## src/verilog/cu_pkg.sv

```systemverilog
// control unit definitions
package cu_pkg;

    localparam int STATUS_W = 32;
    localparam logic [STATUS_W-1:0] STATUS_FAULT = {STATUS_W{1'b1}}; // unit fault marker.
    localparam int STATE_W = 5;

    // codes 2, 3 and 18 to 30 are unused.
    typedef enum logic [STATE_W-1:0] {
        RESET                 = 5'd0,
        IDLE                  = 5'd1,
        EXT_READ_POINT        = 5'd4,
        EXT_READ_CACHE        = 5'd5,
        EXT_READ_CACHE_T_OFF  = 5'd6,
        EXT_READ_CACHE_END    = 5'd7,
        EXT_WRITE_POINT       = 5'd8,
        EXT_WRITE_CACHE       = 5'd9,
        EXT_WRITE_CACHE_T_OFF = 5'd10,
        EXT_WRITE_CACHE_END   = 5'd11,
        EXT_WRITE_MEM         = 5'd12,
        EXT_WRITE_MEM_T_OFF   = 5'd13,
        EXT_WRITE_MEM_END     = 5'd14,
        EXT_LAST_WRITE        = 5'd15,
        EXT_LAST_WRITE_T_OFF  = 5'd16,
        EXT_END               = 5'd17,
        ERROR                 = 5'd31
    } cu_state_e;

    typedef struct packed {
        logic write_valid;
        logic read_ready;
        logic done_processing;
    } ext_in_t;

    typedef struct packed {
        logic enable;
        logic write_ready;
        logic read_valid;
    } ext_out_t;

    typedef struct packed {
        logic read_in_cache;
        logic write_in_cache;
    } exmu_in_t;

    typedef struct packed {
        logic read_cache;
        logic write_cache;
        logic read_write_id; // selects the write cache on a read transaction.
        logic write_mem;
    } exmu_cmd_t;

    typedef struct packed {
        logic read_point;
        logic write_point;
    } exmu_point_t;

    typedef struct packed {
        logic init_write_tx;
        logic init_read_tx;
    } int_cmd_t;

    typedef struct packed {
        logic write_txn_done;
        logic read_txn_done;
    } int_stat_t;

    typedef struct packed {
        logic [STATUS_W-1:0] memmu;
        logic [STATUS_W-1:0] exmu;
        logic [STATUS_W-1:0] monu;
    } unit_status_t;

endpackage

```

## src/verilog/alfa_cu_top.sv

```systemverilog
// point-cloud control unit
`timescale 1ns/100ps

module alfa_cu_top
(
    input  logic                          i_SYSTEM_clk,
    input  logic                          i_SYSTEM_rst,
    input  cu_pkg::ext_in_t               i_ext,
    input  cu_pkg::exmu_in_t              i_exmu,
    input  cu_pkg::int_stat_t             i_int,
    input  cu_pkg::unit_status_t          i_status,
    input  logic                          i_monu_pc_ready,
    input  logic                          i_monu_frame_done, // reserved for frame tracking.
    output cu_pkg::ext_out_t              o_ext,
    output cu_pkg::exmu_cmd_t             o_cmd,
    output cu_pkg::exmu_point_t           o_point,
    output cu_pkg::int_cmd_t              o_int,
    output logic                          o_monu_ext_ready,
    output logic                          o_processing_done,
    output logic [cu_pkg::STATUS_W-1:0]   o_status
);

    logic               enable;
    logic               finishing;
    logic               write_ready;
    logic               read_valid;
    cu_pkg::cu_state_e  state;

    cu_session_ctrl u_session_ctrl
    (
        .i_SYSTEM_clk      (i_SYSTEM_clk),
        .i_SYSTEM_rst      (i_SYSTEM_rst),
        .i_monu_pc_ready   (i_monu_pc_ready),
        .i_done_processing (i_ext.done_processing),
        .o_enable          (enable)
    );

    cu_point_gate u_point_gate
    (
        .i_SYSTEM_clk  (i_SYSTEM_clk),
        .i_SYSTEM_rst  (i_SYSTEM_rst),
        .i_finishing   (finishing),
        .i_ext         (i_ext),
        .i_exmu        (i_exmu),
        .o_write_ready (write_ready),
        .o_read_valid  (read_valid),
        .o_point       (o_point)
    );

    cu_cache_sequencer u_cache_sequencer
    (
        .i_SYSTEM_clk      (i_SYSTEM_clk),
        .i_SYSTEM_rst      (i_SYSTEM_rst),
        .i_enable          (enable),
        .i_pc_ready        (i_monu_pc_ready),
        .i_done_processing (i_ext.done_processing),
        .i_exmu            (i_exmu),
        .i_int             (i_int),
        .i_status          (i_status),
        .o_cmd             (o_cmd),
        .o_int             (o_int),
        .o_processing_done (o_processing_done),
        .o_finishing       (finishing),
        .o_state           (state)
    );

    assign o_ext.enable      = enable;
    assign o_ext.write_ready = write_ready;
    assign o_ext.read_valid  = read_valid;

    // monitor may hand over a new cloud only between sessions.
    assign o_monu_ext_ready = ~enable;

    assign o_status = {{(cu_pkg::STATUS_W - cu_pkg::STATE_W){1'b0}}, state};

endmodule

```

## src/verilog/cu_cache_sequencer.sv

```systemverilog
// cache swap sequencer
`timescale 1ns/100ps

module cu_cache_sequencer
(
    input  logic                  i_SYSTEM_clk,
    input  logic                  i_SYSTEM_rst,
    input  logic                  i_enable,
    input  logic                  i_pc_ready,
    input  logic                  i_done_processing,
    input  cu_pkg::exmu_in_t      i_exmu,
    input  cu_pkg::int_stat_t     i_int,
    input  cu_pkg::unit_status_t  i_status,
    output cu_pkg::exmu_cmd_t     o_cmd,
    output cu_pkg::int_cmd_t      o_int,
    output logic                  o_processing_done,
    output logic                  o_finishing,
    output cu_pkg::cu_state_e     o_state
);

    cu_pkg::cu_state_e  state_q;
    cu_pkg::exmu_cmd_t  cmd_q;
    cu_pkg::int_cmd_t   int_q;
    logic               processing_done_q;
    logic               first_swap_q;
    logic               fault;
    logic               swap_ok;

    assign fault = (i_status.memmu == cu_pkg::STATUS_FAULT)
                 | (i_status.exmu  == cu_pkg::STATUS_FAULT)
                 | (i_status.monu  == cu_pkg::STATUS_FAULT);

    // both interconnect channels idle.
    assign swap_ok = i_pc_ready & i_int.read_txn_done & i_int.write_txn_done;

    always_ff @(posedge i_SYSTEM_clk)
    begin
        if (i_SYSTEM_rst)
        begin
            state_q <= cu_pkg::RESET;
        end
        else if (fault)
        begin
            state_q <= cu_pkg::ERROR; // sticky until reset.
        end
        else
        begin
            case (state_q)
                cu_pkg::RESET:
                    state_q <= cu_pkg::IDLE;
                cu_pkg::ERROR:
                    state_q <= cu_pkg::ERROR;
                cu_pkg::IDLE:
                begin
                    if (i_done_processing)
                        state_q <= cu_pkg::EXT_LAST_WRITE;
                    else if (swap_ok && !i_exmu.write_in_cache)
                        state_q <= first_swap_q ? cu_pkg::EXT_WRITE_CACHE
                                                : cu_pkg::EXT_WRITE_MEM;
                    else if (swap_ok && !i_exmu.read_in_cache)
                        state_q <= cu_pkg::EXT_READ_CACHE;
                end
                cu_pkg::EXT_WRITE_MEM:
                    state_q <= cu_pkg::EXT_WRITE_MEM_T_OFF;
                cu_pkg::EXT_WRITE_MEM_T_OFF:
                    state_q <= cu_pkg::EXT_WRITE_MEM_END;
                cu_pkg::EXT_WRITE_MEM_END:
                    state_q <= cu_pkg::EXT_WRITE_CACHE;
                cu_pkg::EXT_WRITE_CACHE:
                    state_q <= cu_pkg::EXT_WRITE_CACHE_T_OFF;
                cu_pkg::EXT_WRITE_CACHE_T_OFF:
                    if (i_int.read_txn_done && !int_q.init_read_tx)
                        state_q <= cu_pkg::EXT_WRITE_CACHE_END;
                cu_pkg::EXT_WRITE_CACHE_END:
                    if (cmd_q.write_cache)
                        state_q <= cu_pkg::IDLE;
                cu_pkg::EXT_READ_CACHE:
                    state_q <= cu_pkg::EXT_READ_CACHE_T_OFF;
                cu_pkg::EXT_READ_CACHE_T_OFF:
                    if (i_int.read_txn_done && !int_q.init_read_tx)
                        state_q <= cu_pkg::EXT_READ_CACHE_END;
                cu_pkg::EXT_READ_CACHE_END:
                    if (cmd_q.read_cache)
                        state_q <= cu_pkg::IDLE;
                cu_pkg::EXT_LAST_WRITE:
                    state_q <= cu_pkg::EXT_LAST_WRITE_T_OFF;
                cu_pkg::EXT_LAST_WRITE_T_OFF:
                    if (i_int.write_txn_done && !int_q.init_write_tx)
                        state_q <= cu_pkg::EXT_END;
                cu_pkg::EXT_END:
                    if (i_enable)
                        state_q <= cu_pkg::IDLE; // next session has started.
                default:
                    state_q <= cu_pkg::IDLE;
            endcase
        end
    end

    // commands follow the state by one cycle.
    always_ff @(posedge i_SYSTEM_clk)
    begin
        if (i_SYSTEM_rst || state_q == cu_pkg::RESET)
        begin
            cmd_q             <= '0;
            int_q             <= '0;
            processing_done_q <= 1'b0;
            first_swap_q      <= 1'b1;
        end
        else
        begin
            case (state_q)
                cu_pkg::IDLE:
                begin
                    cmd_q             <= '0;
                    int_q             <= '0;
                    processing_done_q <= 1'b0;
                end
                cu_pkg::ERROR:
                    processing_done_q <= 1'b0;
                cu_pkg::EXT_WRITE_MEM:
                    cmd_q.write_mem <= 1'b1;
                cu_pkg::EXT_WRITE_MEM_T_OFF:
                    cmd_q.write_mem <= 1'b0;
                cu_pkg::EXT_WRITE_MEM_END:
                    int_q.init_write_tx <= 1'b1;
                cu_pkg::EXT_WRITE_CACHE:
                begin
                    int_q.init_write_tx <= 1'b0;
                    int_q.init_read_tx  <= 1'b1;
                    cmd_q.read_write_id <= 1'b1;
                    cmd_q.write_cache   <= 1'b0;
                    first_swap_q        <= 1'b0;
                end
                cu_pkg::EXT_WRITE_CACHE_T_OFF,
                cu_pkg::EXT_READ_CACHE_T_OFF:
                    int_q.init_read_tx <= 1'b0;
                cu_pkg::EXT_WRITE_CACHE_END:
                    cmd_q.write_cache <= 1'b1;
                cu_pkg::EXT_READ_CACHE:
                    int_q.init_read_tx <= 1'b1;
                cu_pkg::EXT_READ_CACHE_END:
                    cmd_q.read_cache <= 1'b1;
                cu_pkg::EXT_LAST_WRITE:
                    int_q.init_write_tx <= 1'b1;
                cu_pkg::EXT_LAST_WRITE_T_OFF:
                    int_q.init_write_tx <= 1'b0;
                cu_pkg::EXT_END:
                    processing_done_q <= 1'b1;
                default:
                begin
                    cmd_q             <= '0;
                    int_q             <= '0;
                    processing_done_q <= 1'b0;
                    first_swap_q      <= 1'b1;
                end
            endcase
        end
    end

    assign o_finishing = (state_q == cu_pkg::EXT_LAST_WRITE)
                       | (state_q == cu_pkg::EXT_LAST_WRITE_T_OFF)
                       | (state_q == cu_pkg::EXT_END);

    assign o_cmd             = cmd_q;
    assign o_int             = int_q;
    assign o_processing_done = processing_done_q;
    assign o_state           = state_q;

endmodule

```

## src/verilog/cu_point_gate.sv

```systemverilog
// point transfer gate
`timescale 1ns/100ps

module cu_point_gate
(
    input  logic                  i_SYSTEM_clk,
    input  logic                  i_SYSTEM_rst,
    input  logic                  i_finishing,
    input  cu_pkg::ext_in_t       i_ext,
    input  cu_pkg::exmu_in_t      i_exmu,
    output logic                  o_write_ready,
    output logic                  o_read_valid,
    output cu_pkg::exmu_point_t   o_point
);

    logic write_ready_q;
    logic read_valid_q;
    logic read_seen_q;
    logic read_req;
    logic write_point;
    logic read_point;

    assign read_req = i_exmu.read_in_cache & i_ext.read_ready;

    // one write per cycle while the cache has room and the engine offers data.
    assign write_point = ~i_finishing & i_exmu.write_in_cache & write_ready_q
                       & i_ext.write_valid;

    // only the first cycle of a read request passes.
    assign read_point = ~i_finishing & read_req & ~read_seen_q;

    always_ff @(posedge i_SYSTEM_clk)
    begin
        if (i_SYSTEM_rst || i_finishing)
        begin
            write_ready_q <= 1'b0;
            read_valid_q  <= 1'b0;
            read_seen_q   <= 1'b0;
        end
        else
        begin
            write_ready_q <= i_exmu.write_in_cache & ~write_point; // drop after each write.
            read_valid_q  <= read_point;
            read_seen_q   <= read_req;
        end
    end

    assign o_write_ready       = write_ready_q;
    assign o_read_valid        = read_valid_q;
    assign o_point.read_point  = read_point;
    assign o_point.write_point = write_point;

endmodule

```

## src/verilog/cu_session_ctrl.sv

```systemverilog
// processing session enable
`timescale 1ns/100ps

module cu_session_ctrl
(
    input  logic i_SYSTEM_clk,
    input  logic i_SYSTEM_rst,
    input  logic i_monu_pc_ready,
    input  logic i_done_processing,
    output logic o_enable
);

    logic pc_ready_q;
    logic enable_q;
    logic pc_ready_rise;
    logic session_done;

    assign pc_ready_rise = i_monu_pc_ready & ~pc_ready_q;
    assign session_done  = enable_q & i_done_processing;

    // previous monitor level for edge detection.
    always_ff @(posedge i_SYSTEM_clk)
    begin
        if (i_SYSTEM_rst)
        begin
            pc_ready_q <= 1'b0;
        end
        else
        begin
            pc_ready_q <= i_monu_pc_ready;
        end
    end

    // engine done wins over a new point cloud in the same cycle.
    always_ff @(posedge i_SYSTEM_clk)
    begin
        if (i_SYSTEM_rst)
        begin
            enable_q <= 1'b0;
        end
        else if (session_done)
        begin
            enable_q <= 1'b0;
        end
        else if (pc_ready_rise)
        begin
            enable_q <= 1'b1;
        end
    end

    assign o_enable = enable_q;

endmodule
```

## config.mk

```make
export PLATFORM = sky130hd
export DESIGN_NAME = alfa_cu_top
export DESIGN_NICKNAME = d
export VERILOG_FILES = /design/src/verilog/cu_pkg.sv /design/src/verilog/alfa_cu_top.sv /design/src/verilog/cu_cache_sequencer.sv /design/src/verilog/cu_point_gate.sv /design/src/verilog/cu_session_ctrl.sv
export SDC_FILE = /design/constraint.sdc
export NUM_CORES = 1
export LEC_CHECK = 0
export BUFFER_PORTS_ARGS = -buffer_cell sky130_fd_sc_hd__buf_2
export CORE_ASPECT_RATIO = 1.75
export CORE_UTILIZATION = 37
export DETAILED_ROUTE_END_ITERATION = 6
export PLACE_DENSITY = 0.81
export RECOVER_POWER = 25
export SYNTH_ARGS = -nofsm -noshare
export SYNTH_HDL_FRONTEND = slang
export SYNTH_SLANG_ARGS = --single-unit
```

## constraint.sdc

```tcl
create_clock -name i_SYSTEM_clk -period 2.2 [get_ports i_SYSTEM_clk]
set_clock_uncertainty 0.1 [all_clocks]
set_input_delay 0.33 -clock i_SYSTEM_clk [delete_from_list [all_inputs] [get_ports i_SYSTEM_clk]]
set_output_delay 0.33 -clock i_SYSTEM_clk [all_outputs]
set_load 0.02 [all_outputs]
```

Word-level counts from Yosys, hierarchy flattened
Index checks and enable logic that the tools add are counted.
Word-level totals
  word-level logic and storage cells: 101
  memories: 0
  bits of input ports: 107
  output and inout port bits: 45
  latch bits: 0
  register bits after elaboration: 18
  memory bits (read-only): 0
  memory bits (writable): 0
Operators by class
  $mul: 0
  eq/ne operators: 24
  divide/modulo/power cells: 0
  add/subtract/negate cells: 0
  multiplexer cells: 20
  bitwise gates (word level): 20
  shift operators: 0
  reduce and logical (&&, ||, !) cells: 23
  magnitude comparators: 0
Operators with widths (count)
  32-bit equality test, second input constant: 3
  5-bit one-hot mux with 14 select lines: 1
  5-bit two-way mux: 10
  5-bit by 4-bit equality test with 1-bit output, second input constant: 7
  11-bit OR reduction: 3
  12-bit OR reduction: 2
  9-bit OR reduction: 2
  1-bit one-hot mux with 2 select lines: 8
  5-bit by 3-bit equality test with 1-bit output, second input constant: 3
  5-bit equality test, second input constant: 3
  3-bit by 1-bit != test with 1-bit output, second input constant: 5
  13-bit OR reduction: 1
  1-bit AND: 11
  7-bit AND reduction: 1
  2-bit OR reduction: 3
  5-bit by 1-bit equality test with 1-bit output, second input constant: 1
  5-bit zero test: 1
  5-bit by 2-bit != test with 1-bit output, second input constant: 1
  1-bit inverter: 5
  1-bit logical AND: 4
  1-bit zero test: 4
  1-bit bitwise OR: 4
  3-bit two-way mux: 1
  3-bit by 2-bit != test with 1-bit output, second input constant: 1
  1-bit logical OR: 2

Logic depth before layout (Yosys ltp)
  word-level depth: 9
  mapped depth: 9
  gate-level depth less buffers: 6

Cells and area by module
From an unflattened synthesis, not the netlist that was laid out.
Unflattened totals
  cell total of the unflattened synthesis: 237
  area, all modules: 1710.4 um^2
Modules (own cells, without submodules)
  cu_cache_sequencer: area an instance 1281.2 um^2, times used 1, cells an instance 186
  alfa_cu_top: area an instance 232.7 um^2, times used 1, cells an instance 32
  cu_point_gate: area an instance 128.9 um^2, times used 1, cells an instance 13
  cu_session_ctrl: area an instance 67.6 um^2, times used 1, cells an instance 6

Worst setup path before layout
Ideal clock, no wire load.
  path kind: register to output
  start: reg u_cache_sequencer.state_q[4] (netlist: u_cache_sequencer.o_state[4])
  end: out o_point[1] (netlist name)
  buffers on the path: 2
  cell stages (with the launch flop): 9
  slack: 214 ps
  required time: 1770 ps
  arrival: 1556 ps
  cell sequence: dfxtp_1 -> buf_6 -> inv_4 -> or3_4 -> nor2_1 -> nor2_1 -> nand3_1 -> nor2_1 -> buf_4
Between the ends
  word-level cells in the longest chain between the ends: 6
  elaborated cells on any way between the ends: 8
RTL lines
  from (decl): line cu_cache_sequencer.sv:21  | cu_pkg::cu_state_e state_q;
  from (signal assigned): line cu_cache_sequencer.sv:40  | state_q <= cu_pkg::RESET;
  from (signal assigned): line cu_cache_sequencer.sv:44  | state_q <= cu_pkg::ERROR;
  from (signal assigned): line cu_cache_sequencer.sv:50  | state_q <= cu_pkg::IDLE;
  5-bit by 4-bit equality test with 1-bit output or 5-bit equality test (tied branches): line cu_cache_sequencer.sv:160, cu_cache_sequencer.sv:161
  1-bit bitwise OR: line cu_cache_sequencer.sv:161  | | (state_q == cu_pkg::EXT_LAST_WRITE_T_OFF)
  1-bit bitwise OR *: line cu_cache_sequencer.sv:162  | | (state_q == cu_pkg::EXT_END);
  1-bit inverter *: line cu_point_gate.sv:30  | assign read_point = ~i_finishing & read_req & ~read_seen_q;
  1-bit AND * (2 in series): line cu_point_gate.sv:30
  to (decl): line alfa_cu_top.sv:16  | output cu_pkg::exmu_point_t o_point,
Every way passes the cells marked *; elsewhere a longest branch is shown, timed or not.

==> metrics <==
cells on worst reg2reg path 5; period utilization 0.9502; diode count 0; IO Port Bufs 123; Synth top cells by count buf_4, a21oi_1, nand4_1; Core ar. 4189 µm²; synthesized area 1632 µm²; crit start category flop; Fin. Hold Viols 0; status completed; CTS Hold Bufs 0; initial DRC count 69; Syn Inst Count 230; Yosys reg bits 18; Post-CTS Setup Inserts 0; worst path required time 1.77 ns; CTS tree built; dominant cell type by area after synthesis dfxtp_1; Static Leak 0.001080 µW; NumNets Final 457; Synth async-reset ratio 0; Final Util 0.5367; hpwl dp 4916 µm; Initial Util 0.3895; Placed Cells 394; initial antenna violation count 1; Routed WL 5908 µm; fmax 478.4 MHz; critical path peak fanout 10; die height 89.85 µm; unrepaired setup endpoints after global routing no; Crit Path Class reg2out; DRC 0; top_reg_cell synth dfxtp_1; Clock Root Buffer clkbuf_8; clock-pin slew on the worst setup and hold paths 0.08 ns; vias in the first global route 2008; Die ar. 4689 µm²; final setup vio count 0; Synth area leaders dfxtp_1, buf_4, nand4_1; Fin Setup TNS 0 ns; YS warnings 0; Total GRT Usage 0.2564; register area share after synthesis 0.2209; CTS sink count 18; post-synth cell types 42; area growth from synthesis to layout 37.81%; min Tclk post-route 2.091 ns; most common cell in the netlist buf_4; Post-DRT Antenna Nets 0; Vias 2176; largest net degree at the start of global routing 20; Avg WL per Cell 14.84 µm; io pins 152; remaining global-route overflow 0; Avg Inst Size Synth 7.094 µm²; CTS buffer count 3; layout cells sized above 1 0.3983; H-tree depth 1; chip width 52.20 µm; 1st-pass router iterations 4; EDFF count, synth 0; drt via density 5.467; Core Rows 31; RD Place Congestion 1.047; Hold Path Cell Cnt 2; critical path arrival 1.66 ns; Max Cap Viol 0; Slew Viols, Final 0; first-pass GRT wire length 8963 µm; maximum VDD drop 0.2360 mV; clk_lat worst skew 0.26 ns; clk buf depth 2; PwrDens 537.2 nW/µm²; worst slew pin tran 0.6664 ns; HP Class in2reg; Worst setup EP type primary output; final cell count without fillers 398; top-area cell type share of the netlist area 0.2209; Max-slew headroom 0.5557
layout make-up:
class / count / area (µm²)
Fill cell: 426 / 1941
Clock buffer: 4 / 55.05
Timing Repair Buffer: 134 / 691.9
Inverter: 4 / 17.52
Multi-Input combinational cell: 189 / 1059
Sequential cell: 18 / 364.1
Tap cell: 49 / 61.31
flip-flops by register name (all words and copies together) (netlist names):
register and count:
u_cache_sequencer.o_processing_done 1, u_cache_sequencer.o_state 5, u_cache_sequencer.o_int 2, u_cache_sequencer.o_cmd 4, u_point_gate.read_seen_q 1, u_point_gate.o_read_valid 1, u_session_ctrl.o_enable 1, u_session_ctrl.pc_ready_q 1
u_cache_sequencer.first_swap_q 1, u_point_gate.o_write_ready 1
metal layers:
metal | share of wire | up-vias | track usage
met4 | 0.053 | 2 | 0.1645
met3 | 0.11 | 29 | 0.04569
met2 | 0.54 | 177 | 0.4882
met1 | 0.29 | 939 | 0.2250
li1 | - | 1029 | -
met5 | 0.0022 | - | 0
cells by family after synthesis:
logic type             synth area share
AOI/OAI and AO/OA                0.2477
muxes                           0.01227
other                          0.002298
DFF                              0.2209
and+or+nand+nor                  0.3221
buffers and inverters            0.1948
path summary, 6_finish.rpt:
check	end	slack, ns	startpoint
hold / removal	u_session_ctrl.pc_ready_q	0.21	i_monu_pc_ready
setup / recovery	o_point[1]	0.11	u_cache_sequencer.o_state[2]
setup reg to reg	u_cache_sequencer.o_state[2]	0.26	u_cache_sequencer.o_state[2]
hold reg to reg	u_point_gate.o_read_valid	0.32	u_point_gate.read_seen_q
per-stage QoR:
| step | worst slack (ns) | area [µm²] | hold slack (ns) | total power, µW |
|---|---|---|---|---|
| floorplan | 0.2141 | 1729 | 0.2982 | 751.1 |
| finish | 0.1095 | 2248 | 0.2069 | 1208 |
| detailed placement | 0.2573 | 2188 | 0.3104 | 923.9 |
| CTS | 0.01049 | 2243 | 0.2114 | 1200 |
| global placement | 0.2892 | 2188 | 0.3058 | 917.5 |
| global route | 0.01224 | 2248 | 0.2471 | 1277 |
placed cells by master (no fill, tap or decap), drive strengths merged, types with 3 or more instances in the layout:
cell type | netlist | routed
dfxtp | 18 | 18
o31ai | 4 | 4
a22oi | 3 | 3
o21ai | 14 | 14
conb | 1 | 27
a21oi | 24 | 24
buf | 39 | 126
nand2b | 5 | 5
inv | 4 | 4
nor2 | 17 | 17
a21o | 5 | 5
nor2b | 4 | 4
clkbuf | 6 | 12
nor3 | 8 | 8
nand3 | 5 | 5
nor4 | 7 | 7
nand2 | 19 | 19
nand4 | 24 | 24
where the power goes:
group          switching, µW  internal, µW  total, µW
Sequential              43.9           354        398
Combinational            309           217        526
Clock                    124           159        283
Total                    477           731       1210
critical path, stage by stage (launching register included):
cell and delay [ns]:
dfxtp_1 0.40, or3_4 0.48, nor2_4 0.13, nor2_1 0.07
nand3_1 0.12, nor2_1 0.05, buf_2 0.15
repair_timing:
item                                    in CTS  in global routing
endpoints found under the setup margin       0                  2
gates resized for setup                      0                  6
endpoints found under the hold margin        0                  0
Power figures use the tool's default switching activity.
